--- config.mk ---
export PLATFORM = sky130hd
export DESIGN_NAME = flash_sub
export DESIGN_NICKNAME = d
export VERILOG_FILES = /design/src/flash_dev_pkg.sv /design/src/flash_host_pkg.sv /design/src/flash_ctrl.sv /design/src/flash_sub.sv /design/src/serial_shifter.sv /design/src/wr_word_fifo.sv
export SDC_FILE = /design/constraint.sdc
export NUM_CORES = 1
export LEC_CHECK = 0
export BUFFER_PORTS_ARGS = -buffer_cell sky130_fd_sc_hd__buf_2
export CAP_MARGIN = 25
export CORE_MARGIN = 2
export CORE_UTILIZATION = 35
export CTS_CLUSTER_DIAMETER = 100
export CTS_CLUSTER_SIZE = 8
export DETAILED_ROUTE_END_ITERATION = 10
export PLACE_DENSITY_LB_ADDON = 0.1
export SLEW_MARGIN = 10
export SYNTH_ARGS = -nofsm -noshare
export SYNTH_HDL_FRONTEND = slang
export SYNTH_SLANG_ARGS = --single-unit
--- constraint.sdc ---
create_clock -name serial_clk_raw -period 3.21 [get_ports serial_clk_raw]
set_input_delay 0.4815 -clock serial_clk_raw [delete_from_list [all_inputs] [get_ports serial_clk_raw]]
set_output_delay 0.4815 -clock serial_clk_raw [all_outputs]
set_load 0.05 [all_outputs]
--- src/flash_dev_pkg.sv ---
package flash_dev_pkg;

	// ----------------------------------------
	// device command codes
	// ----------------------------------------
	localparam logic [7:0] cmd_write_status  = 8'h01;
	localparam logic [7:0] cmd_write         = 8'h02;
	localparam logic [7:0] cmd_read          = 8'h03;
	localparam logic [7:0] cmd_write_disable = 8'h04;
	localparam logic [7:0] cmd_read_status   = 8'h05;
	localparam logic [7:0] cmd_write_enable  = 8'h06;
	localparam logic [7:0] cmd_erase         = 8'h81;

	// status register, shifted raw on the wire
	typedef union packed {
		logic [7:0] raw;
		struct packed {
			logic       srp;
			logic [4:0] bp;
			logic       wel;
			logic       wip;
		} f;
	} status_reg_u;

	// ----------------------------------------
	// scaled wait counts in clocks
	// ----------------------------------------
	localparam int wait_init        = 6;
	localparam int wait_reset       = 2;
	localparam int wait_after_reset = 4;
	localparam int wait_after_write = 10;
	localparam int wait_after_erase = 20;
	// erase wait is the longest one
	localparam int wait_cnt_bits    = $clog2(wait_after_erase + 1);

endpackage

--- src/flash_host_pkg.sv ---
package flash_host_pkg;

	// word and address geometry
	localparam int word_bits     = 8;
	localparam int addr_words    = 3;
	localparam int addr_bits     = word_bits * addr_words;
	localparam int bit_cnt_bits  = $clog2(word_bits);

	// write buffer
	localparam int fifo_depth    = 4;
	localparam int fifo_ptr_bits = $clog2(fifo_depth);
	localparam int fifo_cnt_bits = fifo_ptr_bits + 1;

	// ----------------------------------------
	// host request and response
	// ----------------------------------------
	typedef struct packed {
		logic                     enable;
		logic                     write;
		logic                     erase;
		logic [addr_bits - 1 : 0] addr;
	} flash_req_t;

	typedef struct packed {
		logic [word_bits - 1 : 0] data;
		logic [addr_bits - 1 : 0] word_ctr;
		logic                     word_finished;
		logic                     next_word;
		logic                     ready;
	} flash_rsp_t;

	// flash pin outputs, miso comes in on its own
	typedef struct packed {
		logic rst_n;
		logic clk;
		logic select_n;
		logic wp_n;
		logic mosi;
	} flash_pins_t;

endpackage

--- src/flash_ctrl.sv ---
`timescale 1ns/1ps

module flash_ctrl (
	input  logic                                     serial_clk_raw,
	input  logic                                     in_rst,
	input  flash_host_pkg::flash_req_t               req,
	input  logic [flash_host_pkg::word_bits - 1 : 0] wr_head,
	input  logic                                     wr_empty,
	input  logic                                     miso,
	output logic                                     pop,
	output flash_host_pkg::flash_rsp_t               rsp,
	output flash_host_pkg::flash_pins_t              pins
);
	import flash_host_pkg::*;
	import flash_dev_pkg::*;

	typedef enum logic [3:0] {
		st_init, st_reset, st_after_reset,
		st_await_cmd,
		st_cmd_only,
		st_cmd_addr, st_addr,
		st_cmd_wr_one, st_wr_word,
		st_cmd_rd_one, st_rd_word,
		st_read_data, st_write_data,
		st_written, st_erased
	} state_t;

	state_t                       state, next_state;
	state_t                       data_state, next_data_state;
	logic [7:0]                   cmd, next_cmd;
	logic [1:0]                   cmd_phase, next_cmd_phase;
	logic                         is_protected, next_is_protected;
	logic [addr_bits - 1 : 0]     word_ctr, next_word_ctr;
	logic [word_bits - 1 : 0]     word_rx, next_word_rx;
	logic                         word_rdy, next_word_rdy;
	logic [wait_cnt_bits - 1 : 0] wait_ctr, wait_max;
	status_reg_u                  status_q, unlock_word;
	logic [addr_bits - 1 : 0]     addr_shifted;
	logic [word_bits - 1 : 0]     tx_word, rx_word;
	logic                         tx_enable, rx_enable, tx_next, rx_done;
	logic                         sck, mosi;
	logic                         flash_rst, wp_low, ready;

	serial_shifter u_shifter (
		.serial_clk_raw(serial_clk_raw),
		.in_rst(in_rst),
		.tx_enable(tx_enable),
		.rx_enable(rx_enable),
		.tx_word(tx_word),
		.miso(miso),
		.mosi(mosi),
		.sck(sck),
		.rx_word(rx_word),
		.tx_next(tx_next),
		.rx_done(rx_done)
	);

	// address word index 0 is the top byte
	assign addr_shifted = req.addr << (word_bits * word_ctr[1:0]);

	// unlock keeps srp, wel, wip and clears bp
	always_comb begin
		unlock_word = status_q;
		unlock_word.f.bp = '0;
	end

	// ----------------------------------------
	// state registers
	// ----------------------------------------
	always_ff @(posedge serial_clk_raw or posedge in_rst) begin
		if (in_rst) begin
			state <= st_init;
			data_state <= st_await_cmd;
			cmd <= '0;
			cmd_phase <= '0;
			is_protected <= 1'b1;
			word_ctr <= '0;
			word_rx <= '0;
			word_rdy <= 1'b0;
			wait_ctr <= '0;
		end else begin
			state <= next_state;
			data_state <= next_data_state;
			cmd <= next_cmd;
			cmd_phase <= next_cmd_phase;
			is_protected <= next_is_protected;
			word_ctr <= next_word_ctr;
			word_rx <= next_word_rx;
			word_rdy <= next_word_rdy;
			// free running, wraps at the state's limit
			if (wait_ctr == wait_max)
				wait_ctr <= '0;
			else
				wait_ctr <= wait_ctr + 1'b1;
		end
	end

	// status word from the read status step
	always_ff @(posedge serial_clk_raw) begin
		if (state == st_rd_word && rx_done)
			status_q.raw <= rx_word;
	end

	// ----------------------------------------
	// next state logic
	// ----------------------------------------
	always_comb begin
		next_state = state;
		next_data_state = data_state;
		next_cmd = cmd;
		next_cmd_phase = cmd_phase;
		next_is_protected = is_protected;
		next_word_ctr = word_ctr;
		next_word_rx = word_rx;
		next_word_rdy = 1'b0;
		wait_max = '0;
		tx_enable = 1'b0;
		rx_enable = 1'b0;
		tx_word = '0;
		pop = 1'b0;
		flash_rst = 1'b0;
		wp_low = 1'b0;
		ready = 1'b0;

		case (state)
			// power-up waits
			st_init: begin
				wait_max = wait_cnt_bits'(wait_init);
				if (wait_ctr == wait_max)
					next_state = st_reset;
			end
			st_reset: begin
				flash_rst = 1'b1;
				wait_max = wait_cnt_bits'(wait_reset);
				if (wait_ctr == wait_max)
					next_state = st_after_reset;
			end
			st_after_reset: begin
				wait_max = wait_cnt_bits'(wait_after_reset);
				if (wait_ctr == wait_max)
					next_state = st_await_cmd;
			end

			// idle, pick the next command
			st_await_cmd: begin
				if (req.enable) begin
					next_word_ctr = '0;
					if (!req.write && !req.erase) begin
						next_state = st_cmd_addr;
						next_data_state = st_read_data;
						next_cmd = cmd_read;
					end else if (is_protected) begin
						// unlock in three steps before the first change
						next_data_state = st_await_cmd;
						case (cmd_phase)
							2'd0: begin
								next_state = st_cmd_only;
								next_cmd = cmd_write_enable;
								next_cmd_phase = 2'd1;
							end
							2'd1: begin
								next_state = st_cmd_rd_one;
								next_cmd = cmd_read_status;
								next_cmd_phase = 2'd2;
							end
							default: begin
								next_state = st_cmd_wr_one;
								next_cmd = cmd_write_status;
								next_cmd_phase = 2'd0;
								next_is_protected = 1'b0;
							end
						endcase
					end else if (cmd_phase == 2'd0) begin
						// write enable ahead of program or erase
						next_state = st_cmd_only;
						next_data_state = st_await_cmd;
						next_cmd = cmd_write_enable;
						next_cmd_phase = 2'd1;
					end else begin
						next_state = st_cmd_addr;
						next_data_state = req.erase ? st_erased : st_write_data;
						next_cmd = req.erase ? cmd_erase : cmd_write;
						next_cmd_phase = 2'd0;
					end
				end else begin
					ready = 1'b1;
				end
			end

			// single words
			st_cmd_only: begin
				tx_enable = 1'b1;
				tx_word = cmd;
				if (tx_next)
					next_state = data_state;
			end
			st_cmd_wr_one: begin
				tx_enable = 1'b1;
				wp_low = 1'b1;
				tx_word = cmd;
				if (tx_next)
					next_state = st_wr_word;
			end
			st_wr_word: begin
				tx_enable = 1'b1;
				wp_low = 1'b1;
				tx_word = unlock_word.raw;
				if (tx_next)
					next_state = data_state;
			end
			st_cmd_rd_one: begin
				tx_enable = 1'b1;
				tx_word = cmd;
				if (tx_next)
					next_state = st_rd_word;
			end
			st_rd_word: begin
				rx_enable = 1'b1;
				if (rx_done)
					next_state = data_state;
			end

			// command then three address words
			st_cmd_addr: begin
				tx_enable = 1'b1;
				tx_word = cmd;
				if (tx_next) begin
					next_state = st_addr;
					next_word_ctr = '0;
				end
			end
			st_addr: begin
				tx_enable = 1'b1;
				tx_word = addr_shifted[addr_bits - 1 -: word_bits];
				if (tx_next) begin
					if (word_ctr != addr_bits'(addr_words - 1)) begin
						next_word_ctr = word_ctr + 1'b1;
					end else begin
						next_word_ctr = '0;
						next_state = data_state;
					end
				end
			end

			// streaming read, stops at a word boundary
			st_read_data: begin
				rx_enable = 1'b1;
				if (rx_done) begin
					next_word_rx = rx_word;
					next_word_ctr = word_ctr + 1'b1;
					next_word_rdy = 1'b1;
					if (!req.enable)
						next_state = st_await_cmd;
				end
			end

			// streaming write from the fifo head
			st_write_data: begin
				// empty fifo pauses the clock with select held low
				tx_enable = !wr_empty;
				tx_word = wr_head;
				pop = tx_next && !wr_empty;
				if (pop)
					next_word_ctr = word_ctr + 1'b1;
				if (wr_empty && !req.enable)
					next_state = st_written;
			end

			// fixed device busy times
			st_written: begin
				wait_max = wait_cnt_bits'(wait_after_write);
				if (wait_ctr == wait_max)
					next_state = st_await_cmd;
			end
			st_erased: begin
				wait_max = wait_cnt_bits'(wait_after_erase);
				if (wait_ctr == wait_max)
					next_state = st_await_cmd;
			end

			default: next_state = st_init;
		endcase
	end

	// ----------------------------------------
	// outputs
	// ----------------------------------------
	assign pins.rst_n = ~flash_rst;
	assign pins.clk = sck;
	assign pins.select_n = ~(tx_enable | rx_enable | (state == st_write_data));
	assign pins.wp_n = ~wp_low;
	assign pins.mosi = mosi;

	assign rsp.data = word_rx;
	assign rsp.word_ctr = word_ctr;
	assign rsp.word_finished = word_rdy;
	assign rsp.next_word = pop;
	assign rsp.ready = ready;

	// wp_n low only inside a selected write status transfer
	a_wp_idle: assert property (@(posedge serial_clk_raw) disable iff (in_rst)
		!pins.wp_n |-> !pins.select_n && cmd == cmd_write_status);

endmodule

--- src/flash_sub.sv ---
`timescale 1ns/1ps

module flash_sub (
	input  logic                                     serial_clk_raw,
	input  logic                                     in_rst,
	input  flash_host_pkg::flash_req_t               req,
	input  logic                                     wr_push,
	input  logic [flash_host_pkg::word_bits - 1 : 0] wr_data,
	input  logic                                     miso,
	output logic                                     wr_full,
	output flash_host_pkg::flash_rsp_t               rsp,
	output flash_host_pkg::flash_pins_t              pins
);
	import flash_host_pkg::*;

	// fifo head and flags toward the controller
	logic [word_bits - 1 : 0] wr_head;
	logic                     wr_empty;
	logic                     wr_pop;

	// host write words wait here
	wr_word_fifo u_fifo (
		.serial_clk_raw(serial_clk_raw),
		.in_rst(in_rst),
		.push(wr_push),
		.push_data(wr_data),
		.pop(wr_pop),
		.head(wr_head),
		.empty(wr_empty),
		.full(wr_full)
	);

	// command sequencer and pins
	flash_ctrl u_ctrl (
		.serial_clk_raw(serial_clk_raw),
		.in_rst(in_rst),
		.req(req),
		.wr_head(wr_head),
		.wr_empty(wr_empty),
		.miso(miso),
		.pop(wr_pop),
		.rsp(rsp),
		.pins(pins)
	);

endmodule

--- src/serial_shifter.sv ---
`timescale 1ns/1ps

module serial_shifter (
	input  logic                                     serial_clk_raw,
	input  logic                                     in_rst,
	input  logic                                     tx_enable,
	input  logic                                     rx_enable,
	input  logic [flash_host_pkg::word_bits - 1 : 0] tx_word,
	input  logic                                     miso,
	output logic                                     mosi,
	output logic                                     sck,
	output logic [flash_host_pkg::word_bits - 1 : 0] rx_word,
	output logic                                     tx_next,
	output logic                                     rx_done
);
	import flash_host_pkg::*;

	logic [bit_cnt_bits - 1 : 0] tx_cnt;
	logic [bit_cnt_bits - 1 : 0] rx_cnt;
	logic [word_bits - 1 : 0]    tx_sh;
	logic [word_bits - 2 : 0]    rx_sh;

	// ----------------------------------------
	// transmit side, falling edge
	// ----------------------------------------
	always_ff @(negedge serial_clk_raw or posedge in_rst) begin
		if (in_rst) begin
			tx_cnt <= '0;
			tx_sh <= '0;
		end else if (tx_enable) begin
			tx_cnt <= tx_cnt + 1'b1;
			// word boundary, take the new word
			if (tx_cnt == '0)
				tx_sh <= tx_word;
			else
				tx_sh <= tx_sh << 1;
		end else begin
			// idle, mosi back to 0
			tx_cnt <= '0;
			tx_sh <= '0;
		end
	end

	// msb first
	assign mosi = tx_sh[word_bits - 1];

	// ----------------------------------------
	// receive side, rising edge
	// ----------------------------------------
	always_ff @(posedge serial_clk_raw or posedge in_rst) begin
		if (in_rst) begin
			rx_cnt <= '0;
			tx_next <= 1'b0;
		end else begin
			// high for the clock that carries the last tx bit
			tx_next <= tx_enable && (tx_cnt == bit_cnt_bits'(word_bits - 1));
			if (rx_enable)
				rx_cnt <= rx_cnt + 1'b1;
			else
				rx_cnt <= '0;
		end
	end

	always_ff @(posedge serial_clk_raw) begin
		if (rx_enable)
			rx_sh <= {rx_sh[word_bits - 3 : 0], miso};
	end

	// last bit comes straight from the pin
	assign rx_word = {rx_sh, miso};
	assign rx_done = rx_enable && (rx_cnt == bit_cnt_bits'(word_bits - 1));

	// clock runs only while a word moves, idles high
	assign sck = (tx_enable || rx_enable) ? serial_clk_raw : 1'b1;

	// the controller never drives both directions
	a_one_direction: assert property (@(posedge serial_clk_raw) disable iff (in_rst)
		!(tx_enable && rx_enable));

endmodule

--- src/wr_word_fifo.sv ---
`timescale 1ns/1ps

module wr_word_fifo (
	input  logic                                     serial_clk_raw,
	input  logic                                     in_rst,
	input  logic                                     push,
	input  logic [flash_host_pkg::word_bits - 1 : 0] push_data,
	input  logic                                     pop,
	output logic [flash_host_pkg::word_bits - 1 : 0] head,
	output logic                                     empty,
	output logic                                     full
);
	import flash_host_pkg::*;

	logic [word_bits - 1 : 0]     mem [fifo_depth];
	logic [fifo_ptr_bits - 1 : 0] wr_ptr;
	logic [fifo_ptr_bits - 1 : 0] rd_ptr;
	logic [fifo_cnt_bits - 1 : 0] count;
	logic                         push_ok;
	logic                         pop_ok;

	// push on full is dropped
	assign push_ok = push && !full;
	assign pop_ok = pop && !empty;

	// ----------------------------------------
	// storage and pointers
	// ----------------------------------------
	always_ff @(posedge serial_clk_raw) begin
		if (push_ok)
			mem[wr_ptr] <= push_data;
	end

	always_ff @(posedge serial_clk_raw or posedge in_rst) begin
		if (in_rst) begin
			wr_ptr <= '0;
			rd_ptr <= '0;
			count <= '0;
		end else begin
			// pointers wrap on their own, depth is a power of two
			if (push_ok)
				wr_ptr <= wr_ptr + 1'b1;
			if (pop_ok)
				rd_ptr <= rd_ptr + 1'b1;
			case ({push_ok, pop_ok})
				2'b10: count <= count + 1'b1;
				2'b01: count <= count - 1'b1;
				default: count <= count;
			endcase
		end
	end

	// first word falls through
	assign head = mem[rd_ptr];
	assign empty = (count == '0);
	assign full = (count == fifo_cnt_bits'(fifo_depth));

	a_no_drop: assert property (@(posedge serial_clk_raw) disable iff (in_rst)
		push |-> !full) else $error("wr_word_fifo push while full, word dropped");
	a_no_underrun: assert property (@(posedge serial_clk_raw) disable iff (in_rst)
		pop |-> !empty) else $error("wr_word_fifo pop while empty");

endmodule
==> qor.json <==
{
  "cp_slowest_stage_delay_ns": 0.44,
  "syn_nets": 619,
  "ys_warn_count": 0,
  "placement.io_buffers": 79,
  "fin_max_slew_vios": 0,
  "maxCapViolations": 0,
  "worst_path_max_delay_cell": "sky130_fd_sc_hd__dfrtp_2",
  "floorplan.die.height_um": 136,
  "cts.reportedPaths.clkPinSlew_ns": 0.06,
  "antenna_violations_before_repair": 0,
  "core_region_area_sq_um": 17200,
  "die-width_um": 136,
  "sequentialPowerShare_pct": 32.2,
  "post-synth-top-area-cell": "sky130_fd_sc_hd__dfrtp_1",
  "synth_edf_count": 42,
  "largest_fanout_of_any_net_on_the_critical_path": 6,
  "power.ir.vdd_worst_mv": 0.561,
  "post_drt_wl_per_cell_um": 17.1,
  "routability_congestion": 0.894,
  "share_of_flip_flops_with_an_asynchronous_set_or_reset_pct": 64.1,
  "global_route_usage_over_all_layers_pct": 17.6,
  "pwr-share-comb_pct": 38.5,
  "tightest_slew_ns": 0.980,
  "grt_overflow_total": 0,
  "timing.final.hold_violations": 0,
  "grt_start_max_net_pins": 58,
  "max-slew-margin-rel_pct": 34.4,
  "violated_checks": "setup timing",
  "final_critical_path_setup_slack_ns": -0.0129,
  "dpl_worst_slack_ns": -0.0115,
  "crit_required_ns": 1.97,
  "post_synth_mux_area_share_pct": 6.77,
  "fin_util_pct": 44.5,
  "drive_gt1_share_pct": 29.0,
  "p_per_area_nw_per_um2": 945,
  "post_synthesis_compound_gate_area_fraction_pct": 13.5,
  "p_total_w": 0.00723,
  "yosys-top-cells-area": "sky130_fd_sc_hd__dfrtp_1, sky130_fd_sc_hd__edfxtp_1, sky130_fd_sc_hd__dfrtn_1, sky130_fd_sc_hd__nand2_1, sky130_fd_sc_hd__ha_1",
  "synth_fa_ha_area_share_pct": 3.40,
  "syn_area_sq_um": 6120,
  "p_sw_w": 0.00290,
  "firstDrtPassIters": 5,
  "pwr-share-clk_pct": 29.3,
  "floorplan.initialDensity_pct": 35.6,
  "fp-row-count": 48,
  "reg2reg_setup_slack_ns": -0.01,
  "ordered_cell_list_for_the_critical_path": "nand2b_4 -> a32o_2 -> a221o_1 -> a221oi_2 -> nor3_1",
  "critical_path.endpoint_type": "flip-flop",
  "yosys.area_share.simple_pct": 17.8,
  "dominantRegCellSynth": "sky130_fd_sc_hd__dfrtp_1",
  "hold_class": "in2reg",
  "synthDistinctLibCells": 72,
  "yosys.cell_count.top_type": "sky130_fd_sc_hd__dfrtp_1",
  "vias_per_cell": 5.25,
  "cts_tree": "yes",
  "criticalPathCategory": "reg2reg",
  "intPower_w": 0.00433,
  "insertion_delay_ns": 0.52,
  "design.die.area_sq_um": 18500,
  "antenna_left": 0,
  "grt_pass1_wl_um": 25100,
  "place_hpwl_um": 11200,
  "power.share.switching_pct": 40.1,
  "yosysTopAreaCellShare_pct": 25.0,
  "hold-path-cell-count": 1,
  "antenna_cells_inserted": 0,
  "power.static_leakage_nw": 3.22,
  "hold_ws_ns": 0.174,
  "synth_top_family_by_area": "simple AND/OR/NAND/NOR gates",
  "cp_launch_type": "flip-flop",
  "final_net_count": 724,
  "setup_viol": 2,
  "synth.ff_latch_count": 117,
  "ys_seq_area_share_pct": 51.4,
  "postSynthCellCount": 564,
  "flow.area_growth_from_synthesis_pct": 25.1,
  "post_synth_xor_area_fraction_pct": 2.27,
  "wl_um": 15500,
  "floorplan.io_pins": 80,
  "detail_route.drc_violations": 0,
  "grt_pass1_vias": 4808,
  "dr.first_iter.drc_count": 281,
  "unrepaired_setup_endpoints_after_global_routing": "yes",
  "critPathArrivalTime_ns": 1.98,
  "syn_area_per_cell_sq_um": 10.8,
  "finalClockSkew_ns": 0.00917,
  "outcome": "complete, but fails checks",
  "worstRegToRegCells": 5,
  "ys_top_cells_by_count": "sky130_fd_sc_hd__dfrtp_1, sky130_fd_sc_hd__nand2_1, sky130_fd_sc_hd__edfxtp_1",
  "vias": 4765
}
-- kinds of logic after synthesis --
| family | after synthesis |
|---|---|
| xor gates and xnor gates | 15 |
| and+or+nand+nor | 203 |
| DFF | 117 |
| muxes | 30 |
| AOI/OAI and AO/OA | 120 |
| adders and majority gates | 16 |
| buffers and inverters | 63 |
-- critical path, delay by kind of cell, from the launching register on --
family,cells,cell delay (ns)
AO/OA/AOI/OAI,3,0.78
flip-flops,1,0.44
AND/OR/NAND/NOR,2,0.22
-- metrics by stage --
step | TNS (ns) | cell area, sq um | cells
detailed placement | -0.0163 | 6930 | 868
global route | -0.174 | 7650 | 907
CTS | -0.00928 | 7600 | 905
finish | -0.0236 | 7650 | 907
global placement | 0 | 6930 | 868
floorplan | -0.192 | 6190 | 564
-- timing repair --
| item | 4_1_cts | 5_1_grt |
|---|---|---|
| gates cloned | 0 | 0 |
| endpoints found under the hold margin | 7 | 0 |
| pin swaps | 1 | 2 |
| gates resized for setup | 4 | 10 |
| hold buffers | 1 | 0 |
| endpoints found under the setup margin | 7 | 12 |
| buffers inserted | 1 | 2 |
-- state kept, by name, indices dropped and copies added, names as in the netlist, 2 cells and up --
name                     count
u_ctrl.cmd                   4
u_ctrl.cmd_phase             2
u_ctrl.data_state            4
u_ctrl.state                 4
u_ctrl.status_q              3
u_ctrl.u_shifter.rx_cnt      3
u_ctrl.u_shifter.rx_sh       7
u_ctrl.u_shifter.tx_cnt      3
u_ctrl.u_shifter.tx_sh       8
u_ctrl.wait_ctr              5
u_ctrl.word_ctr             24
u_ctrl.word_rx               8
u_fifo.count                 3
u_fifo.mem                  32
u_fifo.rd_ptr                2
u_fifo.wr_ptr                2
-- final cells by class --
| class | instances | area, sq um |
|---|---|---|
| fill | 1674 | 9530 |
| sequential | 117 | 3150 |
| multi-input combinational | 384 | 2720 |
| timing repair buffer | 120 | 747 |
| clock buffer | 21 | 505 |
| tap | 225 | 282 |
| clock inverter | 15 | 153 |
| inverter | 25 | 97.6 |
-- final timing paths --
path | from | endpoint
worst max-delay path | u_ctrl.state[0] | u_ctrl.u_shifter.tx_sh[1]
worst min-delay path | wr_data[5] | u_fifo.mem[3][5]
worst max register to register | u_ctrl.state[0] | u_ctrl.u_shifter.tx_sh[1]
worst min register to register | u_ctrl.u_shifter.tx_cnt[0] | u_ctrl.u_shifter.tx_cnt[0]
max in group asynchronous | in_rst | u_ctrl.u_shifter.tx_sh[5]
min in group asynchronous | in_rst | u_fifo.wr_ptr[1]
-- routing by layer --
metal  up-vias  routed length (um)  track usage, %
met4         0                 267            6.89
met2       107                7590            29.1
li1       2300                   -               -
met1      2334                7070            22.7
met5         -                   0               0
met3        24                 565            3.43
-- power groups by stage --
stage | sequential [W] | combinational [W] | clock [W]
4_1_cts | 0.00232 | 0.00278 | 0.00217
3_5_place_dp | 0.00234 | 0.00275 | 0.0000595
2_1_floorplan | 0.00249 | 0.00175 | 0.0000668
3_3_place_gp | 0.00234 | 0.00272 | 0.0000595
5_1_grt | 0.00239 | 0.00306 | 0.00223
6_report | 0.00233 | 0.00279 | 0.00212
-- placed cells by master (no fill, tap or decap), types with 15 or more instances in the layout --
cell / netlist / final
sky130_fd_sc_hd__a21oi_1: 15 / 15
sky130_fd_sc_hd__buf_2: 7 / 78
sky130_fd_sc_hd__buf_4: 8 / 37
sky130_fd_sc_hd__clkbuf_16: 0 / 20
sky130_fd_sc_hd__dfrtp_1: 61 / 57
sky130_fd_sc_hd__edfxtp_1: 42 / 42
sky130_fd_sc_hd__ha_1: 15 / 15
sky130_fd_sc_hd__inv_1: 25 / 24
sky130_fd_sc_hd__nand2_1: 56 / 56
sky130_fd_sc_hd__nor2_1: 36 / 36
sky130_fd_sc_hd__o211ai_1: 18 / 18
sky130_fd_sc_hd__o21ai_0: 26 / 25
Note: power is estimated with default switching activity, not from simulation.
